==> src/hps_input_pkg.sv <==
`default_nettype none

package hps_input_pkg;

	// highest player count the command set can address
	localparam int MAX_PLAYERS = 6;

	////////////////////////////////////////
	// host command codes
	////////////////////////////////////////
	localparam logic [15:0] CMD_JOY_0      = 16'h0002;
	localparam logic [15:0] CMD_JOY_1      = 16'h0003;
	localparam logic [15:0] CMD_JOY_2      = 16'h0010;
	localparam logic [15:0] CMD_JOY_3      = 16'h0011;
	localparam logic [15:0] CMD_JOY_4      = 16'h0012;
	localparam logic [15:0] CMD_JOY_5      = 16'h0013;
	localparam logic [15:0] CMD_KBD        = 16'h0005;
	localparam logic [15:0] CMD_ANALOG_L   = 16'h001A;
	localparam logic [15:0] CMD_STATUS     = 16'h001E;
	localparam logic [15:0] CMD_STATUS_SET = 16'h0029;
	localparam logic [15:0] CMD_ANALOG_R   = 16'h003D;

	// top nibble of the first status-set reply
	localparam logic [3:0] STATUS_SET_TAG = 4'hA;

	////////////////////////////////////////
	// keyboard sequences with fixed codes
	////////////////////////////////////////
	localparam logic [31:0] KEY_PRNSCR_DN      = 32'hE012_E07C;
	localparam logic [9:0]  KEY_PRNSCR_DN_CODE = 10'h37C;
	localparam logic [31:0] KEY_PRNSCR_UP      = 32'h7CE0_F012;
	localparam logic [9:0]  KEY_PRNSCR_UP_CODE = 10'h17C;
	localparam logic [31:0] KEY_PAUSE_DN       = 32'hF014_F077;
	localparam logic [9:0]  KEY_PAUSE_DN_CODE  = 10'h377;

	typedef enum logic [3:0] {
		WR_NONE,
		WR_BUTTONS_LO,
		WR_BUTTONS_HI,
		WR_ANALOG_L,
		WR_ANALOG_R,
		WR_PADDLE,
		WR_SPINNER,
		WR_STATUS_WORD,
		WR_KBD_BYTE,
		WR_KBD_CLEAR,
		WR_KBD_COMMIT
	} wr_kind_t;

	// one host data word, stick pair or paddle/spinner value
	typedef union packed {
		struct packed {
			logic signed [7:0] y;
			logic signed [7:0] x;
		} analog;
		struct packed {
			logic [7:0] unused;
			logic [7:0] value;
		} pad;
	} host_word_u;

	typedef struct packed {
		logic       valid;
		wr_kind_t   kind;
		logic [3:0] target;
		host_word_u data;
	} host_wr_t;

	typedef struct packed {
		logic [31:0] buttons;
		logic [15:0] analog_l;
		logic [15:0] analog_r;
		logic [7:0]  paddle;
		logic [8:0]  spinner;
	} player_t;

endpackage

`default_nettype wire

==> src/hps_cmd_decoder.sv <==
`timescale 1ns/1ps
`default_nettype none

module hps_cmd_decoder #(
	parameter int NUM_PLAYERS = hps_input_pkg::MAX_PLAYERS
) (
	input  wire                     clk_sys,
	input  wire                     rst_n,
	input  wire                     io_enable,
	input  wire                     io_strobe,
	input  wire [15:0]              io_din,
	output logic [15:0]             io_dout,
	output hps_input_pkg::host_wr_t wr,
	input  wire [15:0]              status_rsp,
	output logic [2:0]              status_rsp_idx
);
	import hps_input_pkg::*;

	logic [15:0] cmd;
	logic [2:0]  word_cnt;
	logic [3:0]  stick_idx;
	logic [3:0]  pdsp_idx;
	logic        kbd_skip;
	logic [3:0]  joy_idx;
	logic [15:0] reply;
	host_wr_t    ev;

	// player index of a button command, 15 when not one
	always_comb begin
		case (cmd)
			CMD_JOY_0: joy_idx = 4'd0;
			CMD_JOY_1: joy_idx = 4'd1;
			CMD_JOY_2: joy_idx = 4'd2;
			CMD_JOY_3: joy_idx = 4'd3;
			CMD_JOY_4: joy_idx = 4'd4;
			CMD_JOY_5: joy_idx = 4'd5;
			default:   joy_idx = 4'hF;
		endcase
	end

	////////////////////////////////////////
	// write event for the current word
	////////////////////////////////////////
	always_comb begin
		ev      = '0;
		ev.kind = WR_NONE;
		ev.data = io_din;
		if (!io_enable) begin
			// frame closed, hand the keyboard bytes over
			if (cmd == CMD_KBD && !kbd_skip) begin
				ev.valid = 1'b1;
				ev.kind  = WR_KBD_COMMIT;
			end
		end else if (io_strobe) begin
			if (word_cnt == 3'd0) begin
				if (io_din == CMD_KBD) begin
					ev.valid = 1'b1;
					ev.kind  = WR_KBD_CLEAR;
				end
			end else if (joy_idx < NUM_PLAYERS) begin
				ev.valid  = 1'b1;
				ev.target = joy_idx;
				if (word_cnt == 3'd1)
					ev.kind = WR_BUTTONS_LO;
				else
					ev.kind = WR_BUTTONS_HI;
			end else begin
				case (cmd)
					CMD_KBD: begin
						if (!(&io_din[15:8]) && !kbd_skip) begin
							ev.valid = 1'b1;
							ev.kind  = WR_KBD_BYTE;
						end
					end
					CMD_STATUS: begin
						if (word_cnt <= 3'd4) begin
							ev.valid  = 1'b1;
							ev.kind   = WR_STATUS_WORD;
							ev.target = 4'(word_cnt) - 4'd1;
						end
					end
					CMD_ANALOG_L: begin
						if (word_cnt == 3'd2) begin
							if (stick_idx < NUM_PLAYERS) begin
								ev.valid  = 1'b1;
								ev.kind   = WR_ANALOG_L;
								ev.target = stick_idx;
							end else if (stick_idx == 4'hF) begin
								// stick 15 selects paddle 0..n or spinner 8..8+n
								if (pdsp_idx < NUM_PLAYERS) begin
									ev.valid  = 1'b1;
									ev.kind   = WR_PADDLE;
									ev.target = pdsp_idx;
								end else if (pdsp_idx >= 4'd8 && pdsp_idx < 8 + NUM_PLAYERS) begin
									ev.valid  = 1'b1;
									ev.kind   = WR_SPINNER;
									ev.target = pdsp_idx - 4'd8;
								end
							end
						end
					end
					CMD_ANALOG_R: begin
						if (word_cnt == 3'd2 && stick_idx < NUM_PLAYERS) begin
							ev.valid  = 1'b1;
							ev.kind   = WR_ANALOG_R;
							ev.target = stick_idx;
						end
					end
					default: ;
				endcase
			end
		end
	end

	// reply word, only status-set answers
	always_comb begin
		status_rsp_idx = (word_cnt <= 3'd4) ? word_cnt : 3'd0;
		reply          = '0;
		if (word_cnt == 3'd0) begin
			if (io_din == CMD_STATUS_SET)
				reply = status_rsp;
		end else if (cmd == CMD_STATUS_SET && word_cnt <= 3'd4) begin
			reply = status_rsp;
		end
	end

	always_ff @(posedge clk_sys or negedge rst_n) begin
		if (!rst_n) begin
			cmd       <= '0;
			word_cnt  <= '0;
			stick_idx <= '0;
			pdsp_idx  <= '0;
			kbd_skip  <= 1'b0;
			io_dout   <= '0;
			wr        <= '0;
		end else begin
			wr <= ev;
			if (!io_enable) begin
				cmd      <= '0;
				word_cnt <= '0;
				kbd_skip <= 1'b0;
				io_dout  <= '0;
			end else if (io_strobe) begin
				io_dout <= reply;
				if (word_cnt != 3'd7)
					word_cnt <= word_cnt + 3'd1;
				if (word_cnt == 3'd0) begin
					cmd <= io_din;
				end else begin
					if (word_cnt == 3'd1)
						{pdsp_idx, stick_idx} <= io_din[7:0];
					// all-ones high byte drops the rest of the frame
					if (cmd == CMD_KBD && (&io_din[15:8]))
						kbd_skip <= 1'b1;
				end
			end
		end
	end

endmodule

`default_nettype wire

==> src/player_slot.sv <==
`timescale 1ns/1ps
`default_nettype none

module player_slot #(
	parameter int unsigned SLOT_ID = 0
) (
	input  wire                     clk_sys,
	input  wire                     rst_n,
	input  wire hps_input_pkg::host_wr_t wr,
	output hps_input_pkg::player_t  player
);
	import hps_input_pkg::*;

	logic hit;

	// event addressed to this player
	assign hit = wr.valid && (wr.target == 4'(SLOT_ID));

	always_ff @(posedge clk_sys or negedge rst_n) begin
		if (!rst_n) begin
			player <= '0;
		end else if (hit) begin
			case (wr.kind)
				WR_BUTTONS_LO: begin
					player.buttons[15:0] <= wr.data;
				end
				WR_BUTTONS_HI: begin
					player.buttons[31:16] <= wr.data;
				end
				// y in the high byte, x in the low byte
				WR_ANALOG_L: begin
					player.analog_l <= {wr.data.analog.y, wr.data.analog.x};
				end
				WR_ANALOG_R: begin
					player.analog_r <= {wr.data.analog.y, wr.data.analog.x};
				end
				WR_PADDLE: begin
					player.paddle <= wr.data.pad.value;
				end
				WR_SPINNER: begin
					// top bit flips so the core sees every update
					player.spinner <= {~player.spinner[8], wr.data.pad.value};
				end
				default: ;
			endcase
		end
	end

endmodule

`default_nettype wire

==> src/ps2_key_decoder.sv <==
`timescale 1ns/1ps
`default_nettype none

module ps2_key_decoder (
	input  wire                     clk_sys,
	input  wire                     rst_n,
	input  wire hps_input_pkg::host_wr_t wr,
	output logic [10:0]             ps2_key
);
	import hps_input_pkg::*;

	logic [31:0] key_raw;
	logic        pressed;
	logic        extended;
	logic [9:0]  key_code;

	////////////////////////////////////////
	// decode the collected bytes
	////////////////////////////////////////
	always_comb begin
		// F0 in byte 1 marks a release
		pressed = (key_raw[15:8] != 8'hF0);
		if (pressed)
			extended = (key_raw[15:8] == 8'hE0);
		else
			extended = (key_raw[23:16] == 8'hE0);
		key_code = {pressed, extended, key_raw[7:0]};

		// long sequences collapse to one code
		case (key_raw)
			KEY_PRNSCR_DN: key_code = KEY_PRNSCR_DN_CODE;
			KEY_PRNSCR_UP: key_code = KEY_PRNSCR_UP_CODE;
			KEY_PAUSE_DN:  key_code = KEY_PAUSE_DN_CODE;
			default: ;
		endcase
	end

	always_ff @(posedge clk_sys or negedge rst_n) begin
		if (!rst_n) begin
			key_raw <= '0;
			ps2_key <= '0;
		end else if (wr.valid) begin
			case (wr.kind)
				WR_KBD_CLEAR: begin
					key_raw <= '0;
				end
				WR_KBD_BYTE: begin
					key_raw <= {key_raw[23:0], wr.data[7:0]};
				end
				WR_KBD_COMMIT: begin
					// bit 10 toggles on every event
					ps2_key <= {~ps2_key[10], key_code};
				end
				default: ;
			endcase
		end
	end

endmodule

`default_nettype wire

==> src/status_regs.sv <==
`timescale 1ns/1ps
`default_nettype none

module status_regs (
	input  wire                     clk_sys,
	input  wire                     rst_n,
	input  wire hps_input_pkg::host_wr_t wr,
	output logic [63:0]             status,
	input  wire [63:0]              status_in,
	input  wire                     status_set,
	input  wire [2:0]               status_rsp_idx,
	output logic [15:0]             status_rsp
);
	import hps_input_pkg::*;

	logic [63:0] status_req;
	logic        status_set_d;
	logic        set_pending;
	logic [3:0]  set_cnt;

	////////////////////////////////////////
	// host side status word
	////////////////////////////////////////
	always_ff @(posedge clk_sys or negedge rst_n) begin
		if (!rst_n) begin
			status <= '0;
		end else if (wr.valid && wr.kind == WR_STATUS_WORD) begin
			status[{wr.target[1:0], 4'b0000} +: 16] <= wr.data;
		end
	end

	////////////////////////////////////////
	// core requested status
	////////////////////////////////////////
	always_ff @(posedge clk_sys or negedge rst_n) begin
		if (!rst_n) begin
			status_set_d <= 1'b0;
			set_pending  <= 1'b0;
			set_cnt      <= '0;
			status_req   <= '0;
		end else begin
			status_set_d <= status_set;
			set_pending  <= status_set && !status_set_d;
			// word taken on the rising edge
			if (status_set && !status_set_d)
				status_req <= status_in;
			// counter follows one cycle behind
			if (set_pending)
				set_cnt <= set_cnt + 4'd1;
		end
	end

	// reply words for the status-set command
	always_comb begin
		case (status_rsp_idx)
			3'd0:    status_rsp = {STATUS_SET_TAG, 8'h00, set_cnt};
			3'd1:    status_rsp = status_req[15:0];
			3'd2:    status_rsp = status_req[31:16];
			3'd3:    status_rsp = status_req[47:32];
			3'd4:    status_rsp = status_req[63:48];
			default: status_rsp = '0;
		endcase
	end

endmodule

`default_nettype wire

==> src/hps_input_hub.sv <==
`timescale 1ns/1ps
`default_nettype none

module hps_input_hub #(
	parameter int NUM_PLAYERS = hps_input_pkg::MAX_PLAYERS
) (
	input  wire                         clk_sys,
	input  wire                         rst_n,
	input  wire                         io_enable,
	input  wire                         io_strobe,
	input  wire [15:0]                  io_din,
	output wire [15:0]                  io_dout,
	output wire hps_input_pkg::player_t players [NUM_PLAYERS],
	output wire [63:0]                  status,
	input  wire [63:0]                  status_in,
	input  wire                         status_set,
	output wire [10:0]                  ps2_key
);
	import hps_input_pkg::*;

	host_wr_t    wr;
	logic [15:0] status_rsp;
	logic [2:0]  status_rsp_idx;

	////////////////////////////////////////
	// host command framing
	////////////////////////////////////////
	hps_cmd_decoder #(
		.NUM_PLAYERS(NUM_PLAYERS)
	) i_cmd_decoder (
		.clk_sys        (clk_sys),
		.rst_n          (rst_n),
		.io_enable      (io_enable),
		.io_strobe      (io_strobe),
		.io_din         (io_din),
		.io_dout        (io_dout),
		.wr             (wr),
		.status_rsp     (status_rsp),
		.status_rsp_idx (status_rsp_idx)
	);

	// one slot per player
	for (genvar i = 0; i < NUM_PLAYERS; i++) begin : g_player
		player_slot #(
			.SLOT_ID(i)
		) i_player_slot (
			.clk_sys (clk_sys),
			.rst_n   (rst_n),
			.wr      (wr),
			.player  (players[i])
		);
	end

	ps2_key_decoder i_ps2_key_decoder (
		.clk_sys (clk_sys),
		.rst_n   (rst_n),
		.wr      (wr),
		.ps2_key (ps2_key)
	);

	status_regs i_status_regs (
		.clk_sys        (clk_sys),
		.rst_n          (rst_n),
		.wr             (wr),
		.status         (status),
		.status_in      (status_in),
		.status_set     (status_set),
		.status_rsp_idx (status_rsp_idx),
		.status_rsp     (status_rsp)
	);

endmodule

`default_nettype wire

==> config.mk <==
export PLATFORM = sky130hd
export DESIGN_NAME = hps_input_hub
export DESIGN_NICKNAME = d
export VERILOG_FILES = /design/src/hps_input_pkg.sv /design/src/hps_cmd_decoder.sv /design/src/player_slot.sv /design/src/ps2_key_decoder.sv /design/src/status_regs.sv /design/src/hps_input_hub.sv
export SDC_FILE = /design/constraint.sdc
export NUM_CORES = 1
export LEC_CHECK = 0
export BUFFER_PORTS_ARGS = -buffer_cell sky130_fd_sc_hd__buf_2
export CAP_MARGIN = 20
export CORE_AREA = 2 2 259 261
export CTS_CLUSTER_DIAMETER = 120
export DETAILED_ROUTE_END_ITERATION = 7
export DIE_AREA = 0 0 261 263
export PLACE_DENSITY = 0.67
export SLEW_MARGIN = 20
export SYNTH_ARGS = -nofsm -noshare
export SYNTH_HDL_FRONTEND = slang
export SYNTH_HIERARCHICAL = 1
export SYNTH_SLANG_ARGS = --single-unit
==> constraint.sdc <==
create_clock -name clk_sys -period 7.3 [get_ports clk_sys]
set_input_delay 1.46 -clock clk_sys [delete_from_list [all_inputs] [get_ports clk_sys]]
set_output_delay 1.46 -clock clk_sys [all_outputs]
set_load 0.01 [all_outputs]
=== Word level (Yosys, flattened, before mapping) ===
Cells that the tools add are included.

* Memory bits (writable): 0
* Memories: 0
* Bits in registers: 732
* Bits in read-only memories: 0
* Bits in latches: 0

* Div/mod/pow operators: 0
* Shift-type cells: 2
* Equal/unequal tests: 47
* Multipliers: 0
* Bitwise gates (word level): 8
* Muxes and demuxes: 41
* Add/subtract/negate cells: 5
* $lt $le $gt $ge: 6
* Reduce and logical (&&, ||, !) cells: 64

{| class="wikitable"
|+ Operator list
! operator !! count
|-
| 16-bit two-way mux || 8
|-
| 16-bit by 5-bit == test with 1-bit output (second input constant) || 6
|-
| 9-bit two-way mux || 9
|-
| 16-bit one-hot mux with 5 select lines || 1
|-
| 2-bit AND reduction || 40
|-
| 64-bit bitwise mux || 1
|-
| 32-bit == test (second input constant) || 2
|-
| 32-bit one-hot mux with 2 select lines || 1
|-
| 16-bit by 8-bit variable shift with 64-bit output (first input constant) || 1
|-
| 16-bit by 8-bit variable part select with 64-bit output || 1
|-
| 16-bit by 6-bit == test with 1-bit output (second input constant) || 3
|-
| 16-bit by 2-bit == test with 1-bit output (second input constant) || 2
|-
| 16-bit by 3-bit == test with 1-bit output (second input constant) || 2
|-
| 32-bit by 31-bit == test with 1-bit output (second input constant) || 1
|-
| 10-bit one-hot mux with 3 select lines || 1
|-
| 5-bit two-way mux || 5
|-
| 4-bit by 3-bit == test with 1-bit output (second input constant) || 6
|-
| 4-bit one-hot mux with 6 select lines || 1
|-
| 5-bit one-hot mux with 4 select lines || 1
|-
| 4-bit by 2-bit == test with 1-bit output (second input constant) || 4
|-
| 4-bit == test (second input constant) || 4
|-
| 8-bit == test (second input constant) || 2
|-
| 1-bit logical AND || 14
|-
| 4-bit by 3-bit less-than comparator with 1-bit output (second input constant) || 3
|-
| 29 further kinds || 54
|}

=== Longest topological paths before layout ===
* Word-level depth: 12
* Gate-level depth with buffers: 10
* Mapped depth without buffers: 9

=== Cells and area by module ===
The synthesis kept the hierarchy.

{| class="wikitable"
|+ By module, submodules not included
! module !! area each (sq um) !! times used !! cells an instance !! seq. area each (sq um)
|-
| player_slot (g_player[1].i_player_slot ...) || 3205.6 || 2 || 180 || 2026.9
|-
| status_regs || 6015.8 || 1 || 525 || 3353.2
|-
| player_slot (g_player[0].i_player_slot) || 3265.6 || 1 || 179 || 2026.9
|-
| player_slot (g_player[3].i_player_slot) || 3228.1 || 1 || 181 || 2026.9
|-
| player_slot (g_player[5].i_player_slot) || 3188.1 || 1 || 180 || 2026.9
|-
| hps_cmd_decoder || 3139.3 || 1 || 272 || 1726.7
|-
| player_slot (g_player[4].i_player_slot) || 3116.7 || 1 || 181 || 2026.9
|-
| ps2_key_decoder || 1996.9 || 1 || 204 || 1076.0
|}

=== Least setup slack after synthesis ===
Ideal clock, no wire load.

* Path kind: input -> register
* Start point: input port io_din[10]
* End point: register i_cmd_decoder.io_dout[10]
* Stages: 6
* Data arrival time: 2.749 ns
* Data required time: 7.235 ns
* Slack: 4.486 ns
* Setup time: 0.065 ns
* Cell sequence: nor4_2 nand4_1 or4b_4 o41ai_4 buf_8 a22o_1

* Word-level cells in the longest chain between the ends: 5

{| class="wikitable"
|+ Ends and longest elaborated chain
! what !! line !! text
|-
| start, declared || hps_input_hub.sv:11 || <nowiki>input wire [15:0] io_din,</nowiki>
|-
| 16-bit by 6-bit == test with 1-bit output || hps_cmd_decoder.sv:120 || <nowiki>if (io_din == CMD_STATUS_SET)</nowiki>
|-
| 16-bit two-way mux || hps_cmd_decoder.sv:120 ||
|-
| 16-bit two-way mux || hps_cmd_decoder.sv:119 || <nowiki>if (word_cnt == 3'd0) begin</nowiki>
|-
| 16-bit two-way mux || hps_cmd_decoder.sv:143 || <nowiki>end else if (io_strobe) begin</nowiki>
|-
| 16-bit two-way mux || hps_cmd_decoder.sv:138 || <nowiki>if (!io_enable) begin</nowiki>
|-
| end signal, assigned || hps_cmd_decoder.sv:144 || <nowiki>io_dout <= reply;</nowiki>
|-
| end, declared || hps_cmd_decoder.sv:12 || <nowiki>output logic [15:0] io_dout,</nowiki>
|}

Every way passes these cells. The select of a mux whose other input is x is not followed.
A chain may end at the register's enable or synchronous reset.

=== Worst setup path in the final report ===
* Start point: register i_cmd_decoder.word_cnt[0]
* End point: register i_cmd_decoder.io_dout[5]

* Word-level cells in the longest chain between the ends: 8
* Elaborated cells on any way between the ends: 15
* Those cells by class: order compare (1); eq/ne (4); mux (7); reduce/logical (3)

{| class="wikitable"
|+ Ends and longest elaborated chain
! what !! line !! text
|-
| start, declared || hps_cmd_decoder.sv:20 || <nowiki>logic [2:0] word_cnt;</nowiki>
|-
| start signal, assigned || hps_cmd_decoder.sv:146 || <nowiki>word_cnt <= word_cnt + 3'd1;</nowiki>
|-
| 3-bit less-or-equal comparator || hps_cmd_decoder.sv:117, hps_cmd_decoder.sv:122 ||
|-
| 3-bit two-way mux || hps_cmd_decoder.sv:117 || <nowiki>status_rsp_idx = (word_cnt <= 3'd4) ? word_cnt : 3'd0;</nowiki>
|-
| 3-bit == test (tied with other cells) || status_regs.sv:55 || <nowiki>case (status_rsp_idx)</nowiki>
|-
| 16-bit one-hot mux with 5 select lines || status_regs.sv:55 ||
|-
| 16-bit two-way mux, on equally long branches || hps_cmd_decoder.sv:122, hps_cmd_decoder.sv:120 ||
|-
| 16-bit two-way mux (*) || hps_cmd_decoder.sv:119 ||
|-
| 16-bit two-way mux (*) || hps_cmd_decoder.sv:143 ||
|-
| 16-bit two-way mux (*) || hps_cmd_decoder.sv:138 ||
|}

Mark *: on every way between the ends. The rest lies on a longest branch, timed or not. The select of a mux whose other input is x is not followed.

==> summary.md <==
The proportion of netlist area held by the largest area contributor came out at 0.603. In this run the worst path has a maximum fanout of 16. The tools report the required arrival time at the worst endpoint as 7840 ps.

Root cell of the clock tree: sky130_fd_sc_hd__clkbuf_16. The path class of the tightest hold or removal check is reg2reg. The tools report the end of the worst register-to-register path as i_cmd_decoder/io_dout[5]. The tools report the global-route wire length before repair as 140000 µm. The tools report the sink count of the clock tree as 732.

After the last flow step, the layout net total stands at 2858. In the post-synthesis netlist, the biggest area contributors are sky130_fd_sc_hd__dfrtp_1 60%, sky130_fd_sc_hd__mux2_2 17%, sky130_fd_sc_hd__mux2_4 4.9%, sky130_fd_sc_hd__nand2_1 1.8%, sky130_fd_sc_hd__o21ai_0 1.6%. The fraction of power consumed by sequential logic was 0.489; the arrival time of data at the critical path endpoint was 3500 ps. A synthesized cell averages 14.6 µm².

The largest total area in the synthesized netlist belongs to sky130_fd_sc_hd__dfrtp_1. The flow ran to the end, and the final reports show no timing, DRC or antenna violations. For the register area share after synthesis, the log shows 0.603. The core outline area came out at 65600 µm². Across the VDD grid, the largest voltage drop is 190 µV. After layout, the design draws a total of 8840 µW. The run gives 0.272 as the total track usage. Dividing the detail-routed wire length by the instance count gives 25.7 µm.

The total overflow left after global routing is 0. The clock insertion delay at the later pin of the skew report came out at 630 ps. The number of port buffers came out at 661. The logs give 2182 for the synthesized net count and 88 for the post-synthesis cell type count.

Summed over all nets, the switching power comes to 2110 µW. The logs give 4340 ps for the final critical-path setup slack and 22.5 ps for the worst clock skew. Clock-pin slew was measured on the worst setup and hold paths at 60 ps. The total count of max-transition violations in the final report is 0. The Yosys step of the flow raised 6 warnings.

Detailed routing inserted a total of 20600 vias. The combinational share of power is 0.058. The final layout contains routed wiring with a total length of 94700 µm. The design internal power came out at 6730 µW. The H-tree generated during clock tree synthesis spans 3 levels.

The startpoint type of the worst setup path was a register. The floorplan step set the die height to 263 µm. Yosys mapped a number of flops with a built-in enable equal to 0. The synthesized instance count is 2082. Number of buffers created by CTS: 79. Setup violations remaining at the end of the flow were counted as 0.

Final clock period utilization by the worst path: 0.405. The XOR/XNOR share of the synthesized area was 0.00346. For the pin with the worst max-slew slack, the measured transition is 1130 ps. The leakage power is 0.0199 µW, and the final hold violation count is 0. Once the clock tree was built, the setup fixing pass inserted 0 buffers. The finished cells cover 37100 µm².

The number of maximum-capacitance violations is 0. Category of the critical setup timing path: reg2reg. Maximum clock frequency: 338 MHz. From synthesis to final layout, the design area changed by 22.2%. In the synthesized netlist the dominant register cell turns out to be sky130_fd_sc_hd__dfrtp_1.

The die covers 68600 µm². The tools report the final routed DRC violation total as 0. The number of buffers inserted for hold repair after clock tree synthesis is 0, and the adder-cell share of the synthesized area is 0.00618. The fraction of registers with async set/reset works out to 1.00.

The horizontal extent of the die is 261 µm, and the remaining antenna violation count after routing is 0. In this run the power density over the cells is 238 nW/µm². 662 I/O pins were placed. Row generation in the floorplan step produced 94 rows. Switching power share of the total: 0.239. The number of cells on the worst reg-to-reg path is 7. The maximum count of clock buffers along a single path was 3. In this run the register-to-register setup slack is 4340 ps. The via count of the first global-routing pass is 21200. The most critical setup path has its startpoint at i_cmd_decoder/word_cnt[0].

Routability-driven placement finished with a final weighted congestion of 0.909. The worst setup path is captured at a register. The startpoint identified for the worst register-to-register timing path is i_cmd_decoder/word_cnt[0]. The area fraction in compound gates after synthesis works out to 0.0565. TritonCTS built the clock tree.

After synthesis the netlist holds a flip-flop and latch count of 732. Half-perimeter wire length of the detailed placement result: 64200 µm. The multiplexer area fraction after synthesis was 0.225; the clock power share was 0.453. The clock period minus worst slack was 2960 ps; the initial antenna violation count was 23. The starting DRC count in detailed routing is 1570, and the initial cell density of the core is 0.463. Before antenna repair, the detailed router went through 5 iterations. The tools report the last element of the critical path as i_cmd_decoder/io_dout[5].

Setup repair after global routing left no endpoint under its margin. The area share of and/or/nand/nor cells after synthesis was 0.0833; the layout cell share with drive strength beyond 1 was 0.518. For the worst relative slew slack, the log shows 0.246. The cell area that synthesis handed to floorplanning was 30400 µm². Entering global routing, the biggest net connects 170 pins. In the routed layout, each cell is associated on average with a via count of 5.59.

Largest family of logic cells by synthesized area: multiplexers. The number of gates resized after CTS was 0. Before CTS, the worst setup slack after placement is 3810 ps. The final sum of negative setup slack is 0 ps, and the worst hold margin is 463 ps. The tools report the cell area after placement as 34500 µm².
## state kept, by name, summed over array words and instances (netlist names), 4 cells and up
register / flops
i_cmd_decoder/pdsp_idx: 4
i_ps2_key_decoder/key_raw: 32
g_player.i_player_slot/player: 486
i_cmd_decoder/io_dout: 16
i_status_regs/status: 64
i_cmd_decoder/cmd: 16
i_status_regs/set_cnt: 4
i_cmd_decoder/stick_idx: 4
i_cmd_decoder/wr: 25
i_status_regs/status_req: 64
i_ps2_key_decoder/ps2_key: 11
## worst min-delay path by stage
stage / start / end / slack (ps) / cells after the start
final: g_player[4].i_player_slot/player[8] / g_player[4].i_player_slot/player[8] / 460 / 1
after global routing: g_player[0].i_player_slot/player[8] / g_player[0].i_player_slot/player[8] / 500 / 1
after CTS: g_player[4].i_player_slot/player[8] / g_player[4].i_player_slot/player[8] / 460 / 1
after detailed placement: g_player[4].i_player_slot/player[8] / g_player[4].i_player_slot/player[8] / 450 / 1
after global placement: g_player[4].i_player_slot/player[8] / g_player[4].i_player_slot/player[8] / 450 / 1
after floorplan: i_ps2_key_decoder/key_raw[29] / i_ps2_key_decoder/key_raw[29] / 440 / 2
## worst max-delay path, stage by stage (launching register included)
cell and delay [ps]:
sky130_fd_sc_hd__dfrtp_1 420, sky130_fd_sc_hd__inv_1 130, sky130_fd_sc_hd__ha_1 270, sky130_fd_sc_hd__ha_1 280
sky130_fd_sc_hd__inv_1 170, sky130_fd_sc_hd__nand3_1 370, sky130_fd_sc_hd__o41ai_4 970, sky130_fd_sc_hd__a22o_2 260
## kinds of logic (layout without fill, tap and decap cells)
| kind of cell | after synthesis | count (layout) |
|---|---|---|
| xor+xnor | 12 | 12 |
| mux | 575 | 575 |
| compound gates | 261 | 261 |
| flops | 732 | 732 |
| simple gates | 371 | 371 |
| fa+ha+maj | 15 | 15 |
| other cells | 0 | 3 |
| buf+inv | 116 | 852 |
## synthesized netlist by cell type (4+ instances only)
cell type / count
sky130_fd_sc_hd__nand2_1: 145
sky130_fd_sc_hd__nand3_2: 11
sky130_fd_sc_hd__nand4_1: 8
sky130_fd_sc_hd__nor2b_1: 15
sky130_fd_sc_hd__o22ai_1: 12
sky130_fd_sc_hd__buf_4: 7
sky130_fd_sc_hd__nand4b_1: 6
sky130_fd_sc_hd__nor4b_1: 4
sky130_fd_sc_hd__o21ai_0: 99
sky130_fd_sc_hd__clkbuf_1: 43
sky130_fd_sc_hd__mux2_1: 8
sky130_fd_sc_hd__nor2_1: 32
sky130_fd_sc_hd__nor4_2: 5
sky130_fd_sc_hd__a21boi_0: 16
sky130_fd_sc_hd__buf_6: 22
sky130_fd_sc_hd__dfrtp_1: 732
sky130_fd_sc_hd__buf_2: 21
sky130_fd_sc_hd__a22o_1: 10
sky130_fd_sc_hd__nand4_2: 5
sky130_fd_sc_hd__and3b_1: 4
sky130_fd_sc_hd__a21oi_1: 10
sky130_fd_sc_hd__a22oi_1: 12
sky130_fd_sc_hd__nor4b_4: 7
sky130_fd_sc_hd__nor4_1: 4
sky130_fd_sc_hd__mux2_4: 100
sky130_fd_sc_hd__xor2_1: 4
sky130_fd_sc_hd__inv_1: 17
sky130_fd_sc_hd__or3_1: 4
sky130_fd_sc_hd__xnor2_1: 8
sky130_fd_sc_hd__mux2i_1: 15
sky130_fd_sc_hd__nor3_1: 13
sky130_fd_sc_hd__nand2b_1: 31
sky130_fd_sc_hd__ha_1: 15
sky130_fd_sc_hd__mux2_2: 452
sky130_fd_sc_hd__nand3b_1: 5
sky130_fd_sc_hd__nor3b_4: 4
sky130_fd_sc_hd__o31ai_1: 53
sky130_fd_sc_hd__a22o_2: 6
sky130_fd_sc_hd__nor3b_2: 7
sky130_fd_sc_hd__nand3_4: 10
sky130_fd_sc_hd__a31oi_1: 8
sky130_fd_sc_hd__o21ai_1: 15
## power groups by stage
| stage | Combinational [µW] | Sequential [µW] | Clock [µW] |
|---|---|---|---|
| after CTS | 520 | 4320 | 4080 |
| after global routing | 569 | 4330 | 4250 |
| after global placement | 499 | 4380 | 0 |
| after floorplan | 271 | 4350 | 0 |
| final | 517 | 4320 | 4000 |
| after detailed placement | 519 | 4390 | 0 |
## final cells by class
cell class | count | area [µm²]
diodes | 3 | 7.51
well taps | 864 | 1080
repair buffers | 693 | 3590
clock buffers | 115 | 2330
fillers | 5353 | 28500
inverters | 18 | 67.6
multi-input cells | 1234 | 11400
clock inverters | 26 | 279
flip-flops and latches | 732 | 18300
## per-layer routing
layer,vias to the layer above,part of all wire,global-route usage
met3,179,0.088,0.0797
met2,814,0.49,0.457
li1,8858,-,-
met1,10700,0.39,0.340
met4,22,0.028,0.0802
met5,-,0.0015,0
## placed cells by master (no fill, tap or decap), drive strengths merged, types with 5 or more instances in the layout
master / netlist / final
a21boi: 16 / 16
a21oi: 10 / 10
a22o: 16 / 16
a22oi: 12 / 12
a31oi: 8 / 8
and4bb: 5 / 5
buf: 52 / 693
clkbuf: 45 / 115
clkinv: 0 / 16
dfrtp: 732 / 732
ha: 15 / 15
inv: 18 / 24
mux2: 560 / 560
mux2i: 15 / 15
nand2: 145 / 145
nand2b: 32 / 32
nand3: 24 / 24
nand3b: 5 / 5
nand4: 15 / 15
nand4b: 7 / 7
nor2: 34 / 34
nor2b: 15 / 15
nor3: 14 / 14
nor3b: 14 / 14
nor4: 11 / 11
nor4b: 12 / 12
o21ai: 114 / 114
o22ai: 12 / 12
o31ai: 53 / 53
xnor2: 8 / 8
## metrics by stage
stage          std cells   util
3_5_place_dp        3540  0.525
5_1_grt             3684  0.565
6_report            3685  0.565
2_1_floorplan       2082      -
3_3_place_gp        3540  0.525
4_1_cts             3681  0.565
No activity file was read; power rests on OpenSTA's default activity.
